[src/source/adc_acq_params.svh]
`ifndef ADC_ACQ_PARAMS_SVH
`define ADC_ACQ_PARAMS_SVH

////////////////////////////////////////////////////////////
// sizes

`define CBUF_ADDR_W     8       // 256 sample pairs in the circular buffer
`define TRIG_FIFO_DEPTH 4       // queued trigger addresses
`define SAMPLE_W        12      // adc sample, over-range bit not counted

////////////////////////////////////////////////////////////
// record word tags, top nibble of every output word

`define TAG_HDR         4'd1    // waveform header
`define TAG_DAT         4'd2    // four sample pairs
`define TAG_SUM         4'd3    // xor checksum of the data words

`endif

[src/source/adc_acq_pkg.sv]
`include "adc_acq_params.svh"

package adc_acq_pkg;

    // two samples per adc_clk, first one in the low bits
    typedef struct packed {
        logic [`SAMPLE_W-1:0] smp_b;    // second sample
        logic                 ovr_b;    // second over-range
        logic [`SAMPLE_W-1:0] smp_a;    // first sample
        logic                 ovr_a;    // first over-range
    } sample_pair_t;

    // waveform header view of a payload, channel_tag in the lsbs
    typedef struct packed {
        logic [45:0] pad;               // always zero
        logic [15:0] trig_addr;         // buffer address, zero-extended
        logic [15:0] pre_trig;
        logic [13:0] num_bursts;
        logic [23:0] fill_num;
        logic [11:0] channel_tag;
    } wfm_header_t;

    // four consecutive pairs, oldest in slot 0
    typedef sample_pair_t [3:0] burst_t;

    // one 128-bit payload read either as a header or as sample data
    typedef union packed {
        wfm_header_t hdr;
        struct packed {
            logic [23:0] pad;           // zero above the 104 data bits
            burst_t      pairs;
        } dat;
    } payload_u;

    typedef struct packed {
        logic [3:0] tag;                // TAG_HDR / TAG_DAT / TAG_SUM
        payload_u   payload;
    } acq_word_t;

    // reader -> formatter, strobes are mutually exclusive
    typedef struct packed {
        logic                    hdr_strobe;
        logic                    dat_strobe;
        logic                    sum_strobe;
        burst_t                  burst;     // valid with dat_strobe
        logic [`CBUF_ADDR_W-1:0] trig_addr; // valid for the whole record
    } reader_ctl_t;

endpackage

[src/source/waveform_reader.sv]
`include "adc_acq_params.svh"

module waveform_reader (
    input  logic                      adc_clk,
    input  logic                      reset,
    input  logic                      fifo_empty,
    input  logic [`CBUF_ADDR_W-1:0]   head_addr,
    input  logic [15:0]               pre_trig,     // pairs before the trigger
    input  logic [13:0]               num_bursts,   // bursts of four pairs
    input  adc_acq_pkg::sample_pair_t rd_data,
    output logic                      fifo_pop,
    output logic [`CBUF_ADDR_W-1:0]   rd_addr,
    output adc_acq_pkg::reader_ctl_t  rd_ctl
);

    typedef enum logic [1:0] {IDLE, LOAD, READ, FINISH} state_t;

    state_t                  state;
    logic [`CBUF_ADDR_W-1:0] trig_addr_q;   // popped trigger address
    logic [13:0]             bursts_left;   // bursts still to request
    logic [1:0]              pair_cnt;      // pair within the burst
    logic                    rd_vld;        // rd_data is a requested pair
    logic                    rd_last;       // ... and the 4th of its burst
    adc_acq_pkg::burst_t     shreg;
    logic                    hdr_strobe;
    logic                    dat_strobe;
    logic                    sum_strobe;

    assign fifo_pop = (state == IDLE) && !fifo_empty;

    ////////////////////////////////////////////////////////////
    // readout fsm

    always_ff @(posedge adc_clk) begin
        if (reset) begin
            state       <= IDLE;
            bursts_left <= '0;
            pair_cnt    <= '0;
            hdr_strobe  <= 1'b0;
            sum_strobe  <= 1'b0;
        end else begin
            hdr_strobe <= 1'b0;
            sum_strobe <= 1'b0;
            case (state)
                IDLE: begin
                    if (!fifo_empty) begin
                        state <= LOAD;      // pop happens this cycle
                    end
                end
                LOAD: begin
                    bursts_left <= num_bursts;
                    pair_cnt    <= '0;
                    hdr_strobe  <= 1'b1;
                    state       <= READ;
                end
                READ: begin
                    pair_cnt <= pair_cnt + 1'b1;
                    if (pair_cnt == 2'd3) begin
                        bursts_left <= bursts_left - 1'b1;
                        if (bursts_left == 14'd1) begin
                            state <= FINISH;    // last address issued
                        end
                    end
                end
                FINISH: begin
                    if (dat_strobe) begin       // final burst handed over
                        sum_strobe <= 1'b1;
                        state      <= IDLE;
                    end
                end
                default: state <= IDLE;
            endcase
        end
    end

    // ram return tracking, one cycle behind the address
    always_ff @(posedge adc_clk) begin
        if (reset) begin
            rd_vld     <= 1'b0;
            rd_last    <= 1'b0;
            dat_strobe <= 1'b0;
        end else begin
            rd_vld     <= (state == READ);
            rd_last    <= (state == READ) && (pair_cnt == 2'd3);
            dat_strobe <= rd_vld && rd_last;
        end
    end

    ////////////////////////////////////////////////////////////
    // address counter and burst assembly

    always_ff @(posedge adc_clk) begin
        if (fifo_pop) begin
            trig_addr_q <= head_addr;
        end
        if (state == LOAD) begin
            rd_addr <= trig_addr_q - pre_trig[`CBUF_ADDR_W-1:0];   // wraps
        end else if (state == READ) begin
            rd_addr <= rd_addr + 1'b1;
        end
        if (rd_vld) begin
            shreg <= {rd_data, shreg[3:1]};     // newest in at the top
        end
    end

    always_comb begin
        rd_ctl.hdr_strobe = hdr_strobe;
        rd_ctl.dat_strobe = dat_strobe;
        rd_ctl.sum_strobe = sum_strobe;
        rd_ctl.burst      = shreg;
        rd_ctl.trig_addr  = trig_addr_q;
    end

    // formatter sees one word kind per cycle
    assert property (@(posedge adc_clk) disable iff (reset)
        $onehot0({hdr_strobe, dat_strobe, sum_strobe}));

endmodule

[config.mk]
export PLATFORM = sky130hd
export DESIGN_NAME = waveform_reader
export DESIGN_NICKNAME = d
export VERILOG_FILES = /design/src/source/adc_acq_pkg.sv /design/src/source/waveform_reader.sv
export VERILOG_INCLUDE_DIRS = /design/src /design/src/source
export SDC_FILE = /design/constraint.sdc
export NUM_CORES = 1
export LEC_CHECK = 0
export BUFFER_PORTS_ARGS = -buffer_cell sky130_fd_sc_hd__buf_2
export CORE_MARGIN = 4
export CORE_UTILIZATION = 40
export CTS_BUF_LIST = sky130_fd_sc_hd__clkbuf_4 sky130_fd_sc_hd__clkbuf_8
export DETAILED_ROUTE_END_ITERATION = 12
export GPL_ROUTABILITY_DRIVEN = 0
export MAX_ROUTING_LAYER = met4
export PLACE_DENSITY = 0.69
export SKIP_CTS_REPAIR_TIMING = 1
export SLEW_MARGIN = 20
export SYNTH_ARGS = -nofsm -noshare
export SYNTH_HDL_FRONTEND = slang
export SYNTH_SLANG_ARGS = --single-unit
[constraint.sdc]
create_clock -name adc_clk -period 3.35 [get_ports adc_clk]
set_clock_uncertainty 0.2 [all_clocks]
set_input_delay 1.005 -clock adc_clk [delete_from_list [all_inputs] [get_ports adc_clk]]
set_output_delay 1.005 -clock adc_clk [all_outputs]
set_load 0.02 [all_outputs]
==> metrics.md <==
| Metric | Value |
|---|---|
| FF+latch count, synth | `143` |
| Final cycle utilization of the critical path | `0.796` |
| Cell leakage power | `2.75 nW` |
| Input/output buffers | `182` |
| Antenna violations before repair | `0` |
| Aggregate global-route resource usage | `0.155` |
| Origin of the critical flop-to-flop path | `trig_addr_q[0]$_DFFE_PP_` |
| Hold wc startpoint | `rd_last$_SDFF_PP0_` |
| Highest net fanout along the worst path | `3` |
| Least-Margin Pin Slew | `0.726 ns` |
| Largest net degree at the start of global routing | `60` |
| H-tree lvl count | `4` |
| Number of max-cap violations | `0` |
| Simple logic cell fraction of the synthesized area | `0.0935` |
| Most common cell after layout, fill and taps aside | `sky130_fd_sc_hd__buf_2` |
| Synth Flop Type | `sky130_fd_sc_hd__edfxtp_1` |
| Post-layout min period | `2.67 ns` |
| Sequential share of the synthesized area | `0.734` |
| Via count of the first global-routing pass | `3790` |
| Die Width | `126 um` |
| Num CTS Buffers | `17` |
| Kind of capture point of the worst setup path | `flip-flop` |
| Pwr Total | `5.38 mW` |
| Post-layout net count | `642` |
| Endpoint of the worst hold-timing path | `dat_strobe$_SDFF_PP0_` |
| Most numerous cell on the critical path | `sky130_fd_sc_hd__a211oi_1` |
| Class of the tightest hold or removal check | `reg -> reg` |
| P per Cell Area | `768 nW/um2` |
| Post-detailed-route DRC marker count | `0` |
| Final antenna diode count | `0` |
| Number of enable-type register cells in the synthesized netlist | `120` |
| # IOs | `191` |
| Setup Total Neg Slack | `0 ns` |
| Setup Crit Path Kind | `in -> reg` |
| List of cells traversed by the critical path | `buf_2 -> ha_1 -> inv_1 -> fa_1 -> a211oi_1 -> o21bai_1 -> a2111oi_0 -> a211oi_1` |
| Cell depth of the worst hold path | `2` |
| Most used cells in the layout excluding fill and tap cells | `sky130_fd_sc_hd__buf_2 (182), sky130_fd_sc_hd__edfxtp_1 (120), sky130_fd_sc_hd__dfxtp_1 (22)` |
| Compound-cell area share of the yosys netlist | `0.0809` |
| Vertical die dimension | `126 um` |
| Count of TritonRoute iterations in the first routing pass | `4` |
| CP Data Arrival Time | `2.63 ns` |
| Final number of max-transition violations | `0` |
| Setup repair after global routing missed its margin | `no` |
| Die area | `15800 um2` |
| Cell family with most CP delay | `compound AO/OA/AOI/OAI gates` |
| Clock Path Buffers | `2` |
| Biggest cell delay along the critical path | `0.43 ns` |
| Kind of start point of the critical path | `input port` |
| Number of vias in the routed layout | `3640` |
| Warning count from the yosys run | `0` |
| Number of hold violations in the final report | `0` |
| Post-route core utilization | `0.523` |
| Number of standard cells after synthesis | `368` |
| Buf/Inv on CP | `2` |
| Clock Sink Count | `143` |
| Outcome | `complete, no violations` |
| Worst VDD drop | `0.375 mV` |
| Per-instance average area after synthesis | `15.0 um2` |
| Count of unique library cells instantiated by Yosys | `59` |
| WL final | `11.9 mm` |
| Arithmetic-cell share of the synthesized area counting full adders, half adders and majority gates | `0.0398` |
| Critical path data required time | `3.32 ns` |
| Starting utilization of the core area | `0.413` |
| Final setup fails | `0` |
| Area of the core region | `13400 um2` |
| Largest family of logic cells by synthesized area | `simple AND/OR/NAND/NOR gates` |
| Row count | `42` |
| Fraction of final layout cells sized beyond drive strength 1 | `0.394` |
| Clock slew at reported path FFs | `0.07 ns` |
| Average routed wire per standard cell | `15.9 um` |
| Slowest cell on the critical path | `sky130_fd_sc_hd__a2111oi_0` |
| Total area of multi-input combinational cells | `1330 um2` |
| Storage element area | `4070 um2` |
| Routed Antenna Nets | `0` |
| Root cell of the clock tree | `sky130_fd_sc_hd__clkbuf_8` |
| Synthesized netlist net count | `452` |
| Worst-skew pair later-pin latency | `0.44 ns` |
| Half-perimeter wire length after detailed placement | `8.71 mm` |
| Critical R2R Capture | `rd_addr[6]$_DFFE_PP_` |
| Cell count of the worst reg-to-reg path | `8` |
| Remaining global-route overflow | `0` |
| Worst slew margin relative to its limit | `0.506` |
| Layout overhead on the synthesized area | `26.6%` |
| Setup slack, reg-to-reg | `0.83 ns` |
| # fillers | `1176` |
| Netlist area before placement | `5540 um2` |
| Share of synthesized flip-flops with an asynchronous set or reset | `0` |
| TritonCTS clock tree | `built` |
| Global-route wire length before repair | `18.8 mm` |
| Highest clock frequency the design can meet | `0.375 GHz` |
| Iteration-0 DRC Markers | `193` |
| Vias/cell | `4.87` |
| Mux contribution to synthesized area | `0.0115` |
| Area share of xor/xnor cells in the synthesized design | `0.0142` |
-- cells by family (layout without fill, tap and decap cells) --
family | count (synthesis) | in the layout
xor+xnor | 9 | 9
fa+ha+maj | 17 | 17
buf+inv | 34 | 237
simple gates | 91 | 91
flops | 143 | 143
mux | 6 | 6
compound gates | 68 | 68
-- worst register-to-register path, stage by stage, from the launching register on --
cell and delay [ns]:
sky130_fd_sc_hd__edfxtp_1 0.42, sky130_fd_sc_hd__inv_1 0.08, sky130_fd_sc_hd__ha_1 0.15, sky130_fd_sc_hd__inv_1 0.05
sky130_fd_sc_hd__fa_1 0.41, sky130_fd_sc_hd__a211oi_1 0.27, sky130_fd_sc_hd__o21bai_1 0.14, sky130_fd_sc_hd__a2111oi_0 0.43
sky130_fd_sc_hd__a211oi_1 0.10
-- cell type report --
class,count,share of cell area
Tap cell,176,0.0314
Multi-Input combinational cell,191,0.190
Clock buffer,17,0.0334
Sequential cell,143,0.580
Timing Repair Buffer,186,0.134
Inverter,19,0.0102
Clock inverter,15,0.0203
-- layer usage --
layer  track usage  routed length (um)  vias to the layer above  part of all wire
met4        0.0574                 144                        0             0.012
met1         0.177                4920                     1737              0.41
met3        0.0487                 712                        9             0.060
met5             -                   0                        -                 0
met2         0.258                6130                      121              0.51
li1              -                   -                     1773                 -
-- Yosys cell counts, types with 3 or more instances --
cell type	n	area [um2]
sky130_fd_sc_hd__a211oi_1	7	52.6
sky130_fd_sc_hd__a21o_1	3	22.5
sky130_fd_sc_hd__a21oi_1	20	100
sky130_fd_sc_hd__a31oi_1	4	25.0
sky130_fd_sc_hd__buf_2	4	20.0
sky130_fd_sc_hd__buf_4	3	22.5
sky130_fd_sc_hd__clkbuf_1	5	18.8
sky130_fd_sc_hd__dfxtp_1	23	460
sky130_fd_sc_hd__edfxtp_1	120	3600
sky130_fd_sc_hd__ha_1	16	200
sky130_fd_sc_hd__inv_1	19	71.3
sky130_fd_sc_hd__mux2i_1	3	30.0
sky130_fd_sc_hd__nand2_1	18	67.6
sky130_fd_sc_hd__nand2b_1	7	43.8
sky130_fd_sc_hd__nand3_1	11	55.1
sky130_fd_sc_hd__nand3b_1	6	45.0
sky130_fd_sc_hd__nor2_1	16	60.1
sky130_fd_sc_hd__nor2b_1	5	31.3
sky130_fd_sc_hd__nor3_1	6	30.0
sky130_fd_sc_hd__nor4_1	4	25.0
sky130_fd_sc_hd__o211ai_1	3	22.5
sky130_fd_sc_hd__o21ai_0	10	50.1
sky130_fd_sc_hd__xnor2_1	5	43.8
sky130_fd_sc_hd__xor2_1	4	35.0
-- worst max-delay path by stage --
stage	from	endpoint	slack, ns	cells after the start
6_report	pre_trig[0]	rd_addr[6]$_DFFE_PP_	0.68	8
5_1_grt	state[0]$_SDFFE_PP0P_	fifo_pop	0.57	4
2_1_floorplan	rd_vld$_SDFF_PP0_	rd_ctl[100]$_DFFE_PP_	0.11	0
4_1_cts	state[0]$_SDFFE_PP0P_	fifo_pop	0.65	4
3_3_place_gp	pre_trig[0]	rd_addr[6]$_DFFE_PP_	0.27	8
3_5_place_dp	pre_trig[0]	rd_addr[6]$_DFFE_PP_	0.22	8
-- report_power, final --
part	leakage, nW	switching [mW]	internal [mW]	total, mW
combinational	1.28	0.968	0.575	1.54
sequential	1.28	0.240	2.30	2.54
clock	0.193	0.645	0.656	1.30
-- flip-flops by register name, indices dropped and copies added (netlist names), 2 cells and up --
signal and flops:
bursts_left 14, state 2, trig_addr_q 8, pair_cnt 2, rd_ctl 104, rd_addr 8
-- stage by stage --
step | hold WS, ns | instances | setup WS (ns) | area, um2
2_1_floorplan | 0.195 | 368 | 0.114 | 5540
6_report | 0.220 | 747 | 0.685 | 7010
3_5_place_dp | 0.218 | 715 | 0.222 | 6630
4_1_cts | 0.230 | 747 | 0.655 | 7010
3_3_place_gp | 0.211 | 715 | 0.270 | 6630
5_1_grt | 0.252 | 747 | 0.571 | 7010
Note: power is estimated with default switching activity, not from simulation.
