===== config.mk =====
export PLATFORM = sky130hd
export DESIGN_NAME = cbuf_writer
export DESIGN_NICKNAME = d
export VERILOG_FILES = /design/src/source/adc_acq_pkg.sv /design/src/source/cbuf_writer.sv
export VERILOG_INCLUDE_DIRS = /design/src /design/src/source
export SDC_FILE = /design/constraint.sdc
export NUM_CORES = 1
export LEC_CHECK = 0
export ABC_AREA = 1
export ABC_CLOCK_PERIOD_IN_PS = 3200
export BUFFER_PORTS_ARGS = -buffer_cell sky130_fd_sc_hd__buf_2
export CAP_MARGIN = 40
export CORE_AREA = 2 2 56 58
export CTS_BUF_LIST = sky130_fd_sc_hd__clkbuf_16
export DETAILED_ROUTE_END_ITERATION = 6
export DIE_AREA = 0 0 58 60
export HOLD_SLACK_MARGIN = 0.1
export PLACE_DENSITY = 0.87
export SYNTH_ARGS = -nofsm -noshare
export SYNTH_HDL_FRONTEND = slang
export SYNTH_SLANG_ARGS = --single-unit

===== constraint.sdc =====
create_clock -name adc_clk -period 3.2 [get_ports adc_clk]
set_input_delay 0.8 -clock adc_clk [delete_from_list [all_inputs] [get_ports adc_clk]]
set_output_delay 0.8 -clock adc_clk [all_outputs]
set_load 0.02 [all_outputs]

===== src/source/adc_acq_params.svh =====
`ifndef ADC_ACQ_PARAMS_SVH
`define ADC_ACQ_PARAMS_SVH

////////////////////////////////////////////////////////////
// sizes

`define CBUF_ADDR_W     8       // 256 sample pairs in the circular buffer
`define TRIG_FIFO_DEPTH 4       // queued trigger addresses
`define SAMPLE_W        12      // adc sample, over-range bit not counted

////////////////////////////////////////////////////////////
// record word tags, top nibble of every output word

`define TAG_HDR         4'd1    // waveform header
`define TAG_DAT         4'd2    // four sample pairs
`define TAG_SUM         4'd3    // xor checksum of the data words

`endif


===== src/source/adc_acq_pkg.sv =====
`include "adc_acq_params.svh"

package adc_acq_pkg;

    // two samples per adc_clk, first one in the low bits
    typedef struct packed {
        logic [`SAMPLE_W-1:0] smp_b;    // second sample
        logic                 ovr_b;    // second over-range
        logic [`SAMPLE_W-1:0] smp_a;    // first sample
        logic                 ovr_a;    // first over-range
    } sample_pair_t;

    // waveform header view of a payload, channel_tag in the lsbs
    typedef struct packed {
        logic [45:0] pad;               // always zero
        logic [15:0] trig_addr;         // buffer address, zero-extended
        logic [15:0] pre_trig;
        logic [13:0] num_bursts;
        logic [23:0] fill_num;
        logic [11:0] channel_tag;
    } wfm_header_t;

    // four consecutive pairs, oldest in slot 0
    typedef sample_pair_t [3:0] burst_t;

    // one 128-bit payload read either as a header or as sample data
    typedef union packed {
        wfm_header_t hdr;
        struct packed {
            logic [23:0] pad;           // zero above the 104 data bits
            burst_t      pairs;
        } dat;
    } payload_u;

    typedef struct packed {
        logic [3:0] tag;                // TAG_HDR / TAG_DAT / TAG_SUM
        payload_u   payload;
    } acq_word_t;

    // reader -> formatter, strobes are mutually exclusive
    typedef struct packed {
        logic                    hdr_strobe;
        logic                    dat_strobe;
        logic                    sum_strobe;
        burst_t                  burst;     // valid with dat_strobe
        logic [`CBUF_ADDR_W-1:0] trig_addr; // valid for the whole record
    } reader_ctl_t;

endpackage


===== src/source/cbuf_writer.sv =====
`include "adc_acq_params.svh"

module cbuf_writer (
    input  logic                      adc_clk,
    input  logic                      reset,
    input  logic                      acq_enable,   // capture while high
    input  logic                      acq_trig,     // rising edge marks a trigger
    input  adc_acq_pkg::sample_pair_t adc_pair,
    output logic                      wr_en,
    output logic [`CBUF_ADDR_W-1:0]   wr_addr,
    output adc_acq_pkg::sample_pair_t wr_data,
    output logic                      fifo_push,    // one cycle per accepted trigger
    output logic [`CBUF_ADDR_W-1:0]   trig_addr
);

    logic trig_q;       // acq_trig one cycle back
    logic trig_rise;

    assign trig_rise = acq_trig & ~trig_q;

    always_ff @(posedge adc_clk) begin
        if (reset) begin
            wr_en     <= 1'b0;
            wr_addr   <= '0;
            trig_q    <= 1'b0;
            fifo_push <= 1'b0;
        end else begin
            wr_en     <= acq_enable;
            trig_q    <= acq_trig;
            fifo_push <= trig_rise & wr_en & acq_enable;   // only into live data
            if (wr_en) begin
                wr_addr <= wr_addr + 1'b1;  // wraps around the buffer
            end
        end
    end

    // pair sampled now is written next edge, at wr_addr + 1
    always_ff @(posedge adc_clk) begin
        wr_data   <= adc_pair;
        trig_addr <= wr_addr + 1'b1;
    end

    // pushed address is the slot of the pair seen with the trigger edge
    assert property (@(posedge adc_clk) disable iff (reset)
        fifo_push |-> wr_en && (trig_addr == wr_addr));

endmodule


==> impl_metrics.env, run 1 <==
export IMPL_syn_inst=116
export IMPL_antenna_found_initial=0
export IMPL_synth_top_area_share_pct=74.3
export IMPL_hold_violations=0
export IMPL_tightestPinTransition_ps=308
export IMPL_ys_ff_latch=45
export IMPL_rsz0062_at_grt="no"
export IMPL_vias=1030
export IMPL_min_path_type="flop to flop"
export IMPL_p_sw_share_pct=20.1
export IMPL_post_cts_resized=0
export IMPL_critPathLaunchType="flop"
export IMPL_p_int_uw=1080
export IMPL_cts_tree="built"
export IMPL_wl_per_cell_um=11.1
export IMPL_skew_ps=1.30
export IMPL_p_leak_uw=0.000950
export IMPL_pwr_share_seq_pct=45.0
export IMPL_max_cap_violations=0
export IMPL_slew_headroom_pct=79.4
export IMPL_path_class="flop to output pin"
export IMPL_grt_usage_pct=14.7
export IMPL_postRouteWirelength_mm=2.53
export IMPL_die_area_um2=3480
export IMPL_setup_slack_ps=1430
export IMPL_numCtsBuffers=5
export IMPL_critPathMaxStageDelay_ps=470
export IMPL_met1_length_um=894
export IMPL_arrival_ps=970
export IMPL_fin_tns_setup_ps=0
export IMPL_num_rows=20
export IMPL_p_switching_uw=270
export IMPL_cts_root_buf="clkbuf_16"
export IMPL_drive_gt1_share_pct=42.1
export IMPL_route_met2_wl_mm=1.29
export IMPL_clock_sinks=45
export IMPL_drv_slew=0
export IMPL_worst_ep_required_time_ps=2400
export IMPL_critPathCaptureType="output pin"
export IMPL_grt_max_degree=15
export IMPL_synth_cell_types=14
export IMPL_synth_top_cells_by_area="dfxtp_1, nand2_1, inv_1"
export IMPL_n_antenna_cell=0
export IMPL_viasPerCell=4.52
export IMPL_core_area_um2=2900
export IMPL_io_buffers=73
export IMPL_crit_cells=1
export IMPL_cp_top_family="flip-flops"
export IMPL_clk_latency_ps=270
export IMPL_seq_area_frac_synth_pct=74.3
export IMPL_pre_cts_ws_ps=1730
export IMPL_clock_power_share_pct=46.9
export IMPL_ctsHoldBuffers=0
export IMPL_post_cts_buffers=0
export IMPL_placed_area_um2=1610
export IMPL_place_gp_congestion=0.797
export IMPL_htreeDepth=2
export IMPL_grt_pass1_vias=903
export IMPL_die_y_um=60
export IMPL_final_cell_area_um2=1800
export IMPL_pwr_share_comb_pct=8.2
export IMPL_ios=74
export IMPL_wl_met3_um=323
export IMPL_cp_max_fo=8
export IMPL_path_cells="buf_2"
export IMPL_synth_fp_nets=147
export IMPL_syn_area_per_cell_um2=10.5
export IMPL_dr_pass1_iters=4
export IMPL_power_uw=1350
export IMPL_drcViolationCount=0
export IMPL_slowest_stage="dfxtp_1"
export IMPL_post_route_period_util_pct=55.2
export IMPL_layout_core_utilization_pct=62.0
export IMPL_setup_viol=0
export IMPL_drtAntennaViolNets=0
export IMPL_drt_iter0_drc=23
export IMPL_chipWidth_um=58
export IMPL_grt_pass1_wl_mm=3.73
export IMPL_clockBufferDepth=2
export IMPL_yosysTopAreaCell="dfxtp_1"
export IMPL_min_period_ps=1770
export IMPL_initial_utilization_pct=41.8
export IMPL_peakVddDrop_mv=0.505
export IMPL_grt_ovfl_total=0
export IMPL_max_freq_mhz=566
export IMPL_top_layer="met4"
export IMPL_clkTransAtPathRegs_ps=60
export IMPL_layout_nets=225
export IMPL_ys_warn_count=0
export IMPL_p_per_area_nw_per_um2=750
export IMPL_syn_cell_area_um2=1210
export IMPL_whs_path_depth=1
export IMPL_status="finished clean"
export IMPL_r2r_cells=6
export IMPL_area_growth_pct=48.4
export IMPL_hpwl_mm=1.97
export IMPL_cp_buffers_inverters=1
==> synthesized netlist by cell type (all sizes together) <==
master  instances
xor2            1
nand2          24
o21ai           5
dfxtp          45
nand4           1
inv            15
a21oi           7
nor2            8
buf             2
ha              1
nand3           6
nor3            1
==> worst reg2reg max path, cell delays in order, from the launching register on <==
cell	delay [ps]
dfxtp_1	390
ha_1	230
nand3_1	160
o21ai_1	210
nand3_1	90
nand2_1	70
inv_1	30
==> power groups by stage <==
stage               Clock [µW]  Sequential (µW)  Combinational (µW)
CTS                        648              607                 112
global placement             0              617                 110
global route               678              609                 120
floorplan                    0              658                21.1
finish                     632              606                 110
detailed placement           0              619                 111
==> registers in the layout (all words and copies together), names as in the netlist <==
register   count
trig_q         1
wr_addr        8
wr_en          1
wr_data       26
fifo_push      1
trig_addr      8
==> stage by stage <==
| stage | cells | hold WS, ps |
|---|---|---|
| after floorplan | 116 | 372 |
| final | 228 | 390 |
| after global placement | 220 | 378 |
| after detailed placement | 220 | 388 |
| after CTS | 228 | 394 |
| after global routing | 228 | 394 |
==> metal layers <==
metal  GRT usage, %  vias up
met5              0        -
met4           5.98        0
met3           6.93        2
met2           27.8       61
met1           13.4      457
li1               -      510
==> cells in the final DEF (no fill, tap or decap), types with 2 or more instances in the layout <==
cell / instances
clkbuf_16: 5
bufinv_16: 2
nand2_1: 24
nand3_1: 6
a21oi_1: 7
o21ai_1: 4
dfxtp_1: 45
nor2_1: 7
inv_1: 15
buf_2: 73
==> cell type report <==
class                   count  area [µm²]
flip-flops and latches     45         901
repair buffers             73         365
clock buffers               5         125
multi-input cells          54         245
fillers                   245        1100
clock inverters             3        65.1
well taps                  33        41.3
inverters                  15        56.3
==> path summary, 6_finish.rpt <==
path	to	startpoint	slack, ps
worst max-delay path	wr_en	wr_en	1430
worst min-delay path	fifo_push	trig_q	390
worst max register to register	wr_addr[6]	wr_addr[0]	1920
worst min register to register	fifo_push	trig_q	390
==> kinds of logic (layout without fill, tap and decap cells) <==
group	count (synthesis)	after routing	share of synthesized area, %
DFF	45	45	74.3
and+or+nand+nor	40	40	13.5
buffers and inverters	17	96	5.47
AOI/OAI and AO/OA	12	12	4.95
adders and majority gates	1	1	1.03
xor gates and xnor gates	1	1	0.723
(Power assumes the default switching activity.)
==> run 2, diff against run 1 <==
--- a/config.mk
+++ b/config.mk
@@ -6,16 +6,16 @@
 export SDC_FILE = /design/constraint.sdc
 export NUM_CORES = 1
 export LEC_CHECK = 0
-export ABC_AREA = 1
-export ABC_CLOCK_PERIOD_IN_PS = 3200
+export ABC_AREA = 0
+export ABC_CLOCK_PERIOD_IN_PS = 1800
 export BUFFER_PORTS_ARGS = -buffer_cell sky130_fd_sc_hd__buf_2
 export CAP_MARGIN = 40
-export CORE_AREA = 2 2 56 58
+export CORE_AREA = 2 2 58 60
 export CTS_BUF_LIST = sky130_fd_sc_hd__clkbuf_16
 export DETAILED_ROUTE_END_ITERATION = 6
-export DIE_AREA = 0 0 58 60
+export DIE_AREA = 0 0 60 62
 export HOLD_SLACK_MARGIN = 0.1
-export PLACE_DENSITY = 0.87
+export PLACE_DENSITY = 0.82
 export SYNTH_ARGS = -nofsm -noshare
 export SYNTH_HDL_FRONTEND = slang
 export SYNTH_SLANG_ARGS = --single-unit
==> constraint.sdc (replaced) <==
create_clock -name adc_clk -period 1.8 [get_ports adc_clk]
set_input_delay 0.45 -clock adc_clk [delete_from_list [all_inputs] [get_ports adc_clk]]
set_output_delay 0.45 -clock adc_clk [all_outputs]
set_load 0.02 [all_outputs]
==> run 2 against run 1 <==
Against the previous run: critical path depth unchanged; sequential power rose by 73%; die area up 6.9%; wire length up 0.59%; via count shrank 10%; combinational power grew 25%; first-iteration DRC count up 120%; final cell count fell by 5.7%; largest cell class unchanged; critical endpoint is now wr_addr[2]; sequential cell count unchanged; worst hold slack got worse by 120 ps; critical path type unchanged; non-clock buffer count stayed put; worst setup slack lost 1100 ps.
==> impl_metrics.env, run 2 <==
export IMPL_status="finished clean"
export IMPL_arrival_ps=1020
export IMPL_slowest_stage="dfxtp_1"
export IMPL_synth_top_cells_by_area="dfxtp_1, xor2_1, nor2_1"
export IMPL_clockBufferDepth=2
export IMPL_grt_usage_pct=14.1
export IMPL_ys_async_sr_fraction_pct=0
export IMPL_slew_headroom_pct=78.0
export IMPL_setup_slack_ps=327
export IMPL_path_class="flop to output pin"
export IMPL_ys_ff_latch=45
export IMPL_final_cell_area_um2=1730
export IMPL_synth_edf_count=0
export IMPL_yosysTopAreaCell="dfxtp_1"
export IMPL_p_per_area_nw_per_um2=1170
export IMPL_hold_violations=0
export IMPL_drt_iter0_drc=50
export IMPL_dr_pass1_iters=4
export IMPL_clkTransAtPathRegs_ps=60
export IMPL_drv_slew=0
export IMPL_rsz0062_at_grt="no"
export IMPL_htreeDepth=2
export IMPL_cts_tree="built"
export IMPL_cts_root_buf="clkbuf_16"
export IMPL_chipWidth_um=60
export IMPL_seq_area_frac_synth_pct=75.5
export IMPL_synth_most_common_cell="dfxtp_1"
export IMPL_max_cap_violations=0
export IMPL_largest_register_ffs=26
export IMPL_synth_cell_types=19
export IMPL_path_cells="buf_2"
export IMPL_synth_top_area_share_pct=75.5
export IMPL_min_path_type="primary input to flop"
export IMPL_hpwl_mm=1.89
export IMPL_skew_ps=2.88
export IMPL_p_leak_uw=0.000872
export IMPL_drive_gt1_share_pct=47.9
export IMPL_cp_top_family="flip-flops"
export IMPL_final_cell_mix="buf_2, dfxtp_1, nor2_1, xor2_1, clkbuf_16"
export IMPL_drtAntennaViolNets=0
export IMPL_vias=923
export IMPL_clock_sinks=45
export IMPL_core_area_um2=3180
export IMPL_cp_buffers_inverters=1
export IMPL_synth_top_family_by_area="simple AND/OR/NAND/NOR gates"
export IMPL_peakVddDrop_mv=0.354
export IMPL_post_cts_buffers=0
export IMPL_clk_latency_ps=280
export IMPL_area_growth_pct=45.3
export IMPL_n_antenna_cell=0
export IMPL_worst_ep_required_time_ps=1350
export IMPL_drcViolationCount=0
export IMPL_synthTopCellsByCount="dfxtp_1, nor2_1, xor2_1"
export IMPL_io_buffers=73
export IMPL_num_rows=21
export IMPL_place_gp_congestion=0.778
export IMPL_synth_compound_area_share_pct=2.52
export IMPL_antenna_found_initial=0
export IMPL_postRouteWirelength_mm=2.54
export IMPL_ys_warn_count=0
export IMPL_layout_nets=199
export IMPL_synth_mux_area_share_pct=0.839
export IMPL_die_area_um2=3720
export IMPL_max_freq_mhz=679
export IMPL_critPathMaxStageDelay_ps=510
export IMPL_synthAdderAreaFrac_pct=1.05
export IMPL_syn_cell_area_um2=1190
export IMPL_wl_per_cell_um=11.8
export IMPL_placed_area_um2=1600
export IMPL_final_common_cell="buf_2"
export IMPL_grt_pass1_vias=811
export IMPL_regMostFlops="wr_data"
export IMPL_grt_ovfl_total=0
export IMPL_tightestPinTransition_ps=329
export IMPL_grt_pass1_wl_mm=3.56
export IMPL_synth_fp_nets=123
export IMPL_synthFlopType="dfxtp_1"
export IMPL_initial_utilization_pct=37.5
export IMPL_min_period_ps=1470
export IMPL_ctsHoldBuffers=0
export IMPL_setup_viol=0
export IMPL_pre_cts_ws_ps=423
export IMPL_grt_max_degree=14
export IMPL_fin_tns_setup_ps=0
export IMPL_syn_area_per_cell_um2=13.0
export IMPL_synthXorXnorAreaFrac_pct=7.34
export IMPL_ios=74
export IMPL_synth_simple_gate_area_share_pct=10.7
export IMPL_cp_max_fo=9
export IMPL_critPathCaptureType="output pin"
export IMPL_critPathLaunchType="flop"
export IMPL_post_route_period_util_pct=81.8
export IMPL_top_regs="wr_data: 26 flops, trig_addr: 8 flops, wr_addr: 8 flops"
export IMPL_syn_inst=92
export IMPL_numCtsBuffers=5
export IMPL_post_cts_resized=0
export IMPL_die_y_um=62
export IMPL_viasPerCell=4.29
run 2: per-layer routing:
metal | vias to the layer above | GRT usage (%) | wire [µm]
met5 | - | 0 | 0
met4 | 0 | 9.52 | 74
li1 | 446 | - | -
met1 | 419 | 10.5 | 811
met2 | 51 | 26.2 | 1310
met3 | 7 | 8.70 | 350
run 2: path summary, 6_finish.rpt:
check | endpoint | from | depth (start not counted) | slack [ps]
min reg2reg | trig_addr[0] | wr_addr[0] | 1 | 470
max | wr_addr[2] | wr_addr[2] | 1 | 330
min | wr_data[17] | adc_pair[17] | 1 | 270
max reg2reg | wr_addr[6] | wr_addr[0] | 4 | 400
run 2: report_power, final:
part           total (µW)  switching, µW  internal, µW
clock network         836            333           503
logic                 138           82.3          55.2
registers            1050           15.6          1040
total                2030            431          1600
run 2: cell type report:
cell class | instances | area, µm²
tap | 46 | 57.6
multi-input combinational | 42 | 268
timing repair buffer | 73 | 365
inverter | 1 | 3.75
fill | 283 | 1450
clock buffer | 5 | 125
clock inverter | 3 | 13.8
sequential | 45 | 901
run 2: stage by stage:
step	util, %	std cells	hold slack [ps]	power, µW
4_1_cts	54.5	215	265	2050
5_1_grt	54.5	215	262	2110
2_1_floorplan	-	92	478	1140
3_5_place_dp	50.2	207	448	1220
6_report	54.5	215	268	2030
3_3_place_gp	50.2	207	443	1210
run 2: cells by family after synthesis:
| family | after synthesis |
|---|---|
| buf+inv | 5 |
| xor+xnor | 10 |
| mux | 1 |
| compound gates | 6 |
| fa+ha+maj | 1 |
| simple gates | 24 |
| flops | 45 |
