===== config.mk =====
export PLATFORM = sky130hd
export DESIGN_NAME = trig_addr_fifo
export DESIGN_NICKNAME = d
export VERILOG_FILES = /design/src/source/trig_addr_fifo.sv
export VERILOG_INCLUDE_DIRS = /design/src /design/src/source
export SDC_FILE = /design/constraint.sdc
export NUM_CORES = 1
export LEC_CHECK = 0
export BUFFER_PORTS_ARGS = -buffer_cell sky130_fd_sc_hd__buf_2
export CORE_MARGIN = 2
export CORE_UTILIZATION = 40
export DETAILED_ROUTE_END_ITERATION = 8
export HOLD_SLACK_MARGIN = 0.15
export PLACE_DENSITY = 0.6
export REMOVE_ABC_BUFFERS = 1
export SLEW_MARGIN = 10
export SYNTH_ARGS = -nofsm -noshare
export SYNTH_HDL_FRONTEND = slang
export SYNTH_SLANG_ARGS = --single-unit
export TNS_END_PERCENT = 50

===== constraint.sdc =====
create_clock -name adc_clk -period 4.6 [get_ports adc_clk]
set_input_delay 0.23 -clock adc_clk [delete_from_list [all_inputs] [get_ports adc_clk]]
set_output_delay 0.23 -clock adc_clk [all_outputs]
set_load 0.05 [all_outputs]

===== src/source/adc_acq_params.svh =====
`ifndef ADC_ACQ_PARAMS_SVH
`define ADC_ACQ_PARAMS_SVH

////////////////////////////////////////////////////////////
// sizes

`define CBUF_ADDR_W     8       // 256 sample pairs in the circular buffer
`define TRIG_FIFO_DEPTH 4       // queued trigger addresses
`define SAMPLE_W        12      // adc sample, over-range bit not counted

////////////////////////////////////////////////////////////
// record word tags, top nibble of every output word

`define TAG_HDR         4'd1    // waveform header
`define TAG_DAT         4'd2    // four sample pairs
`define TAG_SUM         4'd3    // xor checksum of the data words

`endif


===== src/source/trig_addr_fifo.sv =====
`include "adc_acq_params.svh"

module trig_addr_fifo (
    input  logic                    adc_clk,
    input  logic                    reset,
    input  logic                    push,
    input  logic [`CBUF_ADDR_W-1:0] push_addr,
    input  logic                    pop,        // one-cycle pulse, head already used
    output logic [`CBUF_ADDR_W-1:0] head_addr,  // valid while not empty
    output logic                    empty,
    output logic                    full
);

    localparam int PTR_W = $clog2(`TRIG_FIFO_DEPTH);

    logic [`CBUF_ADDR_W-1:0] mem [`TRIG_FIFO_DEPTH];
    logic [PTR_W:0]          wr_ptr;    // extra msb tells full from empty
    logic [PTR_W:0]          rd_ptr;

    assign empty     = (wr_ptr == rd_ptr);
    assign full      = (wr_ptr[PTR_W] != rd_ptr[PTR_W]) &&
                       (wr_ptr[PTR_W-1:0] == rd_ptr[PTR_W-1:0]);
    assign head_addr = mem[rd_ptr[PTR_W-1:0]];  // fall-through

    always_ff @(posedge adc_clk) begin
        if (push && !full) begin
            mem[wr_ptr[PTR_W-1:0]] <= push_addr;
        end
    end

    always_ff @(posedge adc_clk) begin
        if (reset) begin
            wr_ptr <= '0;
            rd_ptr <= '0;
        end else begin
            if (push && !full) begin
                wr_ptr <= wr_ptr + 1'b1;    // push into a full queue is lost
            end
            if (pop && !empty) begin
                rd_ptr <= rd_ptr + 1'b1;
            end
        end
    end

    // reader only pops an entry it has seen
    assert property (@(posedge adc_clk) disable iff (reset) pop |-> !empty);

endmodule


==> metrics, run 1 <==
initial antenna violation count 0; Placement Cell Area 0.00186 mm2; # fillers 374; Initial Utilization 42.4%; Startpoint Class flip-flop; Synth Area per Inst 15.7 um2; crit path time final 2.14 ns; worst min-delay path class in -> reg; multi-input logic area 554 um2; Worst Skew 0.00290 ns; total die area 0.00487 mm2; clk buf depth 2; CTS tree built; number of global-route vias before repair 1062; hold worst-path end mem[1][6]$_DFFE_PP_; # diodes 0; DRC violations left 0; largest net degree at the start of global routing 14; critical path arrival 1.91 ns; ANT nets after route 0; ys async rst share 0%; Root Buffer clkbuf_8; ys flop type edfxtp_1; post_cts resized 0; critical path peak fanout 8; CTS sink count 40; mapped cell area 0.00173 mm2; fmax 0.466 GHz; port bufs 21; hold path start push_addr[6]; VDD IR max 0.335 mV; Final Core Density 48.7%; hold_ws 0.165 ns; Pre-Repair DR Iteration Count 4; FF-to-FF End mem[3][2]$_DFFE_PP_; Pins Over Slew Limit 0; # setup viols final 0; worst reg-to-reg setup slack 2.73 ns; Pwr Density 650 mW/mm2; global-route wire length before repair 5100 um; FF-to-FF Start wr_ptr[1]$_SDFFE_PP0P_; TNS Setup 0 ns; Worst setup EP type output pin; Synth cell types 29; Crit Path Class reg -> out; # rows 23; total gr overflow 0; DIE WIDTH 69.8 um; status finished clean; CTS Hold Bufs 0; WL/cell 16.4 um; routed vias 1016; gpl congestion 0.826; Ports 22; CTS H-tree depth 2; post-synthesis sequential area ratio 64.7%; Tot Pwr 1290 uW; setup bufs post-CTS 0; CORE AREA 0.00409 mm2; fin nets 152; layout cells sized above 1 27.9%; Tcrit/Tclk final 46.6%; YS warnings 0; Pleak 0.000686 uW; Post-synth EDFFs 32; Tot GR Track Use 13.7%; total CTS buffers 5; die span in y 69.8 um; Data required, critical path 4.37 ns; P&R area growth vs syn 14.9%; Reg clk slew, reported paths 0.08 ns; total wire length 3050 um; Synth Instances 110; Sequential cell area 0.00112 mm2; Worst Tran Pin Value 0.879 ns; final instance area 0.00199 mm2; Max transition margin 41.1%; max cap viols 0; Starting DRT DRC Count 51; RSZ-0062 raised after global routing no; worst hold stages 1; post-DR vias/cell 5.46; #FFs+latches synth 40; Detailed Place HPWL 2190 um; Worst-Skew Late Latency 0.28 ns; final hold vios 0; R2R cell count 2
[layer usage]
metal  wire [um]  track usage, %
met1        1360            16.4
met2        1530            23.3
met3         120            4.65
met4          46            4.49
met5           0               0
[state kept, by name (all words and copies together) (netlist names), named ones only]
register and count:
mem 32, wr_ptr 3, rd_ptr 3
[cell usage after synthesis, types with 2 or more instances]
cell type / n / area share [%]
nand2_1: 5 / 1.1
a21oi_1: 2 / 0.58
ha_1: 5 / 3.6
nor2_1: 2 / 0.43
o21ai_0: 4 / 1.2
dfxtp_1: 8 / 9.2
nor3b_1: 4 / 1.7
nand3_1: 3 / 0.87
inv_1: 4 / 0.87
a31oi_1: 4 / 1.4
nand4_1: 2 / 0.72
a41oi_1: 2 / 1.0
edfxtp_1: 32 / 55
xnor2_1: 3 / 1.5
o211ai_1: 5 / 2.2
and2_1: 3 / 1.1
xor2_1: 3 / 1.5
mux4_2: 8 / 10
[through the flow]
stage,setup slack [ns],cells
final,2.46,186
after global routing,2.31,186
after CTS,2.44,184
after detailed placement,2.74,176
after global placement,2.83,176
after floorplan,2.73,105
[worst max-delay path by stage]
stage | startpoint | end | slack [ns] | cells past startpoint
final | wr_ptr[0]$_SDFFE_PP0P_ | empty | 2.46 | 4
after detailed placement | wr_ptr[1]$_SDFFE_PP0P_ | mem[3][5]$_DFFE_PP_ | 2.74 | 2
after floorplan | rd_ptr[0]$_SDFFE_PP0P_ | empty | 2.73 | 3
after global placement | wr_ptr[1]$_SDFFE_PP0P_ | mem[3][3]$_DFFE_PP_ | 2.83 | 2
after global routing | wr_ptr[0]$_SDFFE_PP0P_ | full | 2.31 | 4
after CTS | wr_ptr[0]$_SDFFE_PP0P_ | empty | 2.44 | 4
[layout make-up]
cell class	instances	share of cell area, %
tap	50	3.14
clock buffer	5	3.46
sequential	40	56.4
clock inverter	3	2.14
multi-input combinational	61	27.9
timing repair buffer	23	6.29
inverter	4	0.755
[logic make-up after synthesis]
kind of cell,count (synthesis),share of synthesized area [%]
buffers and inverters,9,3.25
AND/OR/NAND/NOR,23,7.52
XOR/XNOR,6,3.04
multiplexers,8,10.4
flip-flops,40,64.7
adder cells (fa/ha/maj),5,3.61
AO/OA/AOI/OAI,19,7.44
[critical path, stage by stage, from the launching register on]
cell and delay (ns):
dfxtp_1 0.40, xnor2_1 0.53, nand2_1 0.27, nor2_1 0.16, buf_2 0.27
[placed cells by master (no fill, tap or decap)]
cell type      Yosys  layout
clkinv_2           0       1
inv_1              4       4
bufinv_16          0       1
nand3_1            3       3
nand2_1            5       5
dlygate4sd3_1      0       2
a211o_1            1       1
or4_1              1       1
nor3b_1            4       4
nor2_1             2       2
nand3b_1           1       1
dfxtp_1            8       8
mux4_2             8       8
buf_2              1      21
a41oi_1            2       2
edfxtp_1          32      32
and2_1             3       3
xor2_1             3       3
ha_1               5       5
nand4_1            2       2
clkinvlp_4         0       1
clkbuf_8           1       5
xnor2_1            3       3
and3_1             1       1
a31oi_1            4       4
o211ai_1           5       5
o21ai_0            4       4
or3_1              1       1
a21oi_1            2       2
a211o_2            1       1
[report_power, final]
group / internal, uW / switching (uW) / leakage [uW]
clock network: 160 / 116 / 0.0000541
logic: 154 / 334 / 0.000273
registers: 461 / 67.7 / 0.000359
total: 776 / 517 / 0.000686
(Power assumes the default switching activity.)
==> run 2: changes to the inputs <==
==> constraint.sdc (replaced) <==
create_clock -name adc_clk -period 2.15 [get_ports adc_clk]
set_input_delay 0.1075 -clock adc_clk [delete_from_list [all_inputs] [get_ports adc_clk]]
set_output_delay 0.1075 -clock adc_clk [all_outputs]
set_load 0.05 [all_outputs]
==> metrics, run 2 (synthesized netlist as in run 1, its figures left out) <==
initial antenna violation count 0; largest net degree at the start of global routing 13; Starting DRT DRC Count 90; layout cells sized above 1 27.6%; Data required, critical path 2.04 ns; global-route wire length before repair 5180 um; worst hold stages 3; CTS tree built; Initial Utilization 42.4%; Slowest-stage cell, CP xnor2_1; Root Buffer clkbuf_8; Startpoint Class flip-flop; gpl congestion 0.836; ANT nets after route 0; Final Core Density 50.2%; routed vias 1045; # fillers 357; critical path peak fanout 9; clk buf depth 2; Ports 22; Worst-Skew Late Latency 0.28 ns; Pleak 0.000721 uW; total gr overflow 0; Max transition margin 61.6%; final hold vios 0; multi-input logic area 562 um2; crit-path cells xnor2_1 -> nand2_1 -> nor2_1 -> buf_2; die span in y 69.8 um; VDD IR max 0.907 mV; crit path time final 1.95 ns; Worst setup EP type output pin; Reg clk slew, reported paths 0.07 ns; DRC violations left 0; Tcrit/Tclk final 90.7%; fmax 0.513 GHz; most frequent cells in the layout 32 x edfxtp_1, 21 x buf_2, 9 x dlygate4sd3_1; Max stage delay on crit path 0.51 ns; WL/cell 15.9 um; # rows 23; status finished clean; Tot GR Track Use 14.2%; FF-to-FF Start wr_ptr[1]$_SDFFE_PP0P_; post-DR vias/cell 5.36; number of global-route vias before repair 1113; Worst Skew 0.00544 ns; Pins Over Slew Limit 0; total CTS buffers 5; Worst Tran Pin Value 0.575 ns; max reg flops 32; R2R cell count 3; DIE WIDTH 69.8 um; total die area 0.00487 mm2; CTS sink count 40; total wire length 3100 um; hold worst-path end wr_ptr[1]$_SDFFE_PP0P_; worst reg-to-reg setup slack 0.32 ns; Sequential cell area 0.00112 mm2; TNS Setup 0 ns; hold path start push; port bufs 21; RSZ-0062 raised after global routing no; # setup viols final 0; Tot Pwr 2670 uW; critical path arrival 1.84 ns; most common cell after layout, fill and taps aside edfxtp_1; P&R area growth vs syn 18.6%; CORE AREA 0.00409 mm2; # diodes 0; worst min-delay path class in -> reg; Pre-Repair DR Iteration Count 4; fin nets 161; Crit Path Class reg -> out; setup bufs post-CTS 0; FF-to-FF End mem[2][1]$_DFFE_PP_; max cap viols 0; Pwr Density 1300 mW/mm2; CTS H-tree depth 2; Detailed Place HPWL 2200 um
run 2: cell count changes in the layout (fill, tap and decap cells not counted):
cell | before | now
dlygate4sd3_1 | 2 | 9
buf_4 | 0 | 2
bufinv_16 | 1 | 0
clkinv_1 | 0 | 1
clkinv_2 | 1 | 2
clkinvlp_4 | 1 | 0
xnor2_1 | 3 | 2
xnor2_2 | 0 | 1
run 2: critical path, delay by kind of cell, from the launching register on:
family | cells | cell delay, ns
flip-flops | 1 | 0.42
AND/OR/NAND/NOR | 2 | 0.37
XOR/XNOR | 1 | 0.51
buffers and inverters | 1 | 0.27
run 2: power by group:
| group | switching [uW] | internal, uW | total, uW | leakage [uW] |
|---|---|---|---|---|
| clock | 235 | 220 | 455 | 0.0000453 |
| combinational | 725 | 355 | 1080 | 0.000317 |
| sequential | 152 | 988 | 1140 | 0.000359 |
run 2: final cells by class:
class	count	area share, %
clock inverter	3	0.670
sequential	40	54.6
timing repair buffer	32	10.2
tap	50	3.05
multi-input combinational	61	27.4
inverter	4	0.731
clock buffer	5	3.35
run 2: timing repair:
| item | in CTS | in global routing |
|---|---|---|
| hold endpoints to repair | 37 | 0 |
| setup endpoints to repair | 0 | 2 |
| gates resized for setup | 0 | 1 |
| hold buffers | 9 | 0 |
run 2: metal layers:
layer	GRT usage (%)	wire length, um	vias to the layer above
met3	4.36	125	4
met2	25.8	1680	26
met1	14.9	1250	516
li1	-	-	499
met4	6.41	41	0
met5	0	0	-
run 2: stage by stage:
stage | cells | hold slack, ns | area (um2) | worst slack, ns
2_1_floorplan | 105 | 0.177 | 1690 | 0.406
3_3_place_gp | 178 | 0.328 | 1870 | 0.425
3_5_place_dp | 178 | 0.331 | 1870 | 0.353
4_1_cts | 195 | 0.193 | 2050 | 0.149
5_1_grt | 195 | 0.206 | 2050 | 0.0946
6_report | 195 | 0.212 | 2050 | 0.200
run 2: worst max-delay path by stage:
| stage | cells past startpoint | slack [ns] | to | from |
|---|---|---|---|---|
| finish | 4 | 0.20 | empty | wr_ptr[1]$_SDFFE_PP0P_ |
| CTS | 4 | 0.15 | empty | wr_ptr[0]$_SDFFE_PP0P_ |
| detailed placement | 3 | 0.35 | mem[2][5]$_DFFE_PP_ | wr_ptr[1]$_SDFFE_PP0P_ |
| global placement | 3 | 0.42 | mem[2][6]$_DFFE_PP_ | wr_ptr[1]$_SDFFE_PP0P_ |
| floorplan | 3 | 0.41 | empty | rd_ptr[0]$_SDFFE_PP0P_ |
| global route | 4 | 0.09 | full | wr_ptr[1]$_SDFFE_PP0P_ |
==> run 3: changes to the inputs <==
==> constraint.sdc (replaced) <==
create_clock -name adc_clk -period 1.95 [get_ports adc_clk]
set_input_delay 0.0975 -clock adc_clk [delete_from_list [all_inputs] [get_ports adc_clk]]
set_output_delay 0.0975 -clock adc_clk [all_outputs]
set_load 0.05 [all_outputs]
==> metrics, run 3 (synthesized netlist as in run 1, its figures left out) <==
CTS H-tree depth 2; Ports 22; CTS sink count 40; worst min-delay path class in -> reg; VDD IR max 1.08 mV; Root Buffer clkbuf_8; total gr overflow 0; Slowest-stage cell, CP xnor2_2; crit path time final 1.78 ns; layout cells sized above 1 29.7%; crit path capture full; critical path arrival 1.69 ns; clk buf depth 2; CP startpoint rd_ptr[0]$_SDFFE_PP0P_; CTS tree built; Worst Skew 0.00757 ns; max cap viols 0; total wire length 2990 um; Pre-Repair DR Iteration Count 4; routed vias 1046; P&R area growth vs syn 20.6%; hold_ws 0.185 ns; final hold vios 0; gpl congestion 0.801; most frequent cells in the layout 32 x edfxtp_1, 21 x buf_2, 9 x dlygate4sd3_1; Net Switching 1230 uW; Int Power 1760 uW; max reg flops 32; # setup viols final 0; Detailed Place HPWL 2140 um; post-DR vias/cell 5.28; # diodes 0; global-route wire length before repair 5090 um; Crit Path Class reg -> out; port bufs 21; die span in y 69.8 um; number of global-route vias before repair 1040; status finished clean; most common cell after layout, fill and taps aside edfxtp_1; Reg clk slew, reported paths 0.07 ns; largest net degree at the start of global routing 14; multi-input logic area 569 um2; final instance area 0.00209 mm2; R2R cell count 3; DRC violations left 0; Sw Ratio 41.2%; Initial Utilization 42.4%; Pins Over Slew Limit 0; initial antenna violation count 0; Worst setup EP type output pin; CORE AREA 0.00409 mm2; Startpoint Class flip-flop; fin nets 164; Pleak 0.000732 uW; ANT nets after route 0; DIE WIDTH 69.8 um; Gate power share 43.1%; Max stage delay on crit path 0.41 ns; Tcrit/Tclk final 91.5%; sequential share of power 39.7%; total CTS buffers 5; Max transition margin 70.0%; Pwr Density 1430 mW/mm2; Sequential cell area 0.00112 mm2; # fillers 358; Tot GR Track Use 13.9%; critical path peak fanout 8; TNS Setup 0 ns; fmax 0.560 GHz; worst reg-to-reg setup slack 0.27 ns; CP Depth 4; Starting DRT DRC Count 54; Tot Pwr 2990 uW; Clock Power Share 17.2%; FF-to-FF Start wr_ptr[0]$_SDFFE_PP0P_; crit-path cells xnor2_2 -> nand2_1 -> nor2_1 -> buf_2; Placement Cell Area 0.00190 mm2; total die area 0.00487 mm2; CP bufs+invs 1; Data required, critical path 1.85 ns; Worst Tran Pin Value 0.447 ns; Worst-Skew Late Latency 0.29 ns; FF-to-FF End mem[1][0]$_DFFE_PP_; RSZ-0062 raised after global routing no; # rows 23; Crit path max-delay family XOR/XNOR gates; WL/cell 15.1 um
-- run 3: area by class of cell --
type / count / share of cell area [%]
clock buffers: 5 / 3.30
clock inverters: 3 / 0.899
inverters: 4 / 0.719
multi-input cells: 61 / 27.3
flip-flops and latches: 40 / 53.7
well taps: 50 / 3.00
repair buffers: 35 / 11.1
-- run 3: worst register-to-register path: stages, from the launching register on --
cell	delay, ns
dfxtp_1	0.48
xnor2_2	0.20
a31oi_1	0.24
and2_1	0.42
-- run 3: what timing repair did --
action / CTS / global route
endpoints found under the setup margin: 2 / 2
setup buffers: 0 / 0
resized for setup: 1 / 1
hold buffers: 9 / 0
hold endpoints to repair: 37 / 0
-- run 3: worst min-delay path by stage --
stage / from / end / slack, ns / cells after the start
after floorplan: reset / rd_ptr[2]$_SDFFE_PP0P_ / 0.17 / 1
after global placement: push_addr[1] / mem[3][1]$_DFFE_PP_ / 0.32 / 1
after detailed placement: push_addr[5] / mem[3][5]$_DFFE_PP_ / 0.32 / 1
after CTS: push / wr_ptr[1]$_SDFFE_PP0P_ / 0.18 / 3
after global routing: push / wr_ptr[1]$_SDFFE_PP0P_ / 0.21 / 3
final: push / wr_ptr[1]$_SDFFE_PP0P_ / 0.19 / 3
-- run 3: through the flow --
step / instances / worst slack, ns / util [%]
floorplan: 105 / 0.216 / -
global placement: 181 / 0.281 / 46.4
detailed placement: 181 / 0.199 / 46.4
CTS: 198 / 0.170 / 50.9
global route: 198 / 0.0309 / 51.1
finish: 198 / 0.165 / 51.1
-- run 3: layer usage --
metal / part of all wire [%] / vias up / GRT usage [%]
met1: 43 / 498 / 15.9
li1: - / 509 / -
met5: 0 / - / 0
met3: 4.7 / 7 / 4.51
met4: 1.5 / 0 / 5.13
met2: 51 / 32 / 24.2
-- run 3: power by group through the flow --
stage               Combinational, uW  Clock [uW]  Sequential [uW]
detailed placement               1260           0             1200
finish                           1290         515             1190
global route                     1390         573             1210
CTS                              1290         538             1190
floorplan                         923           0             1220
global placement                 1250           0             1190
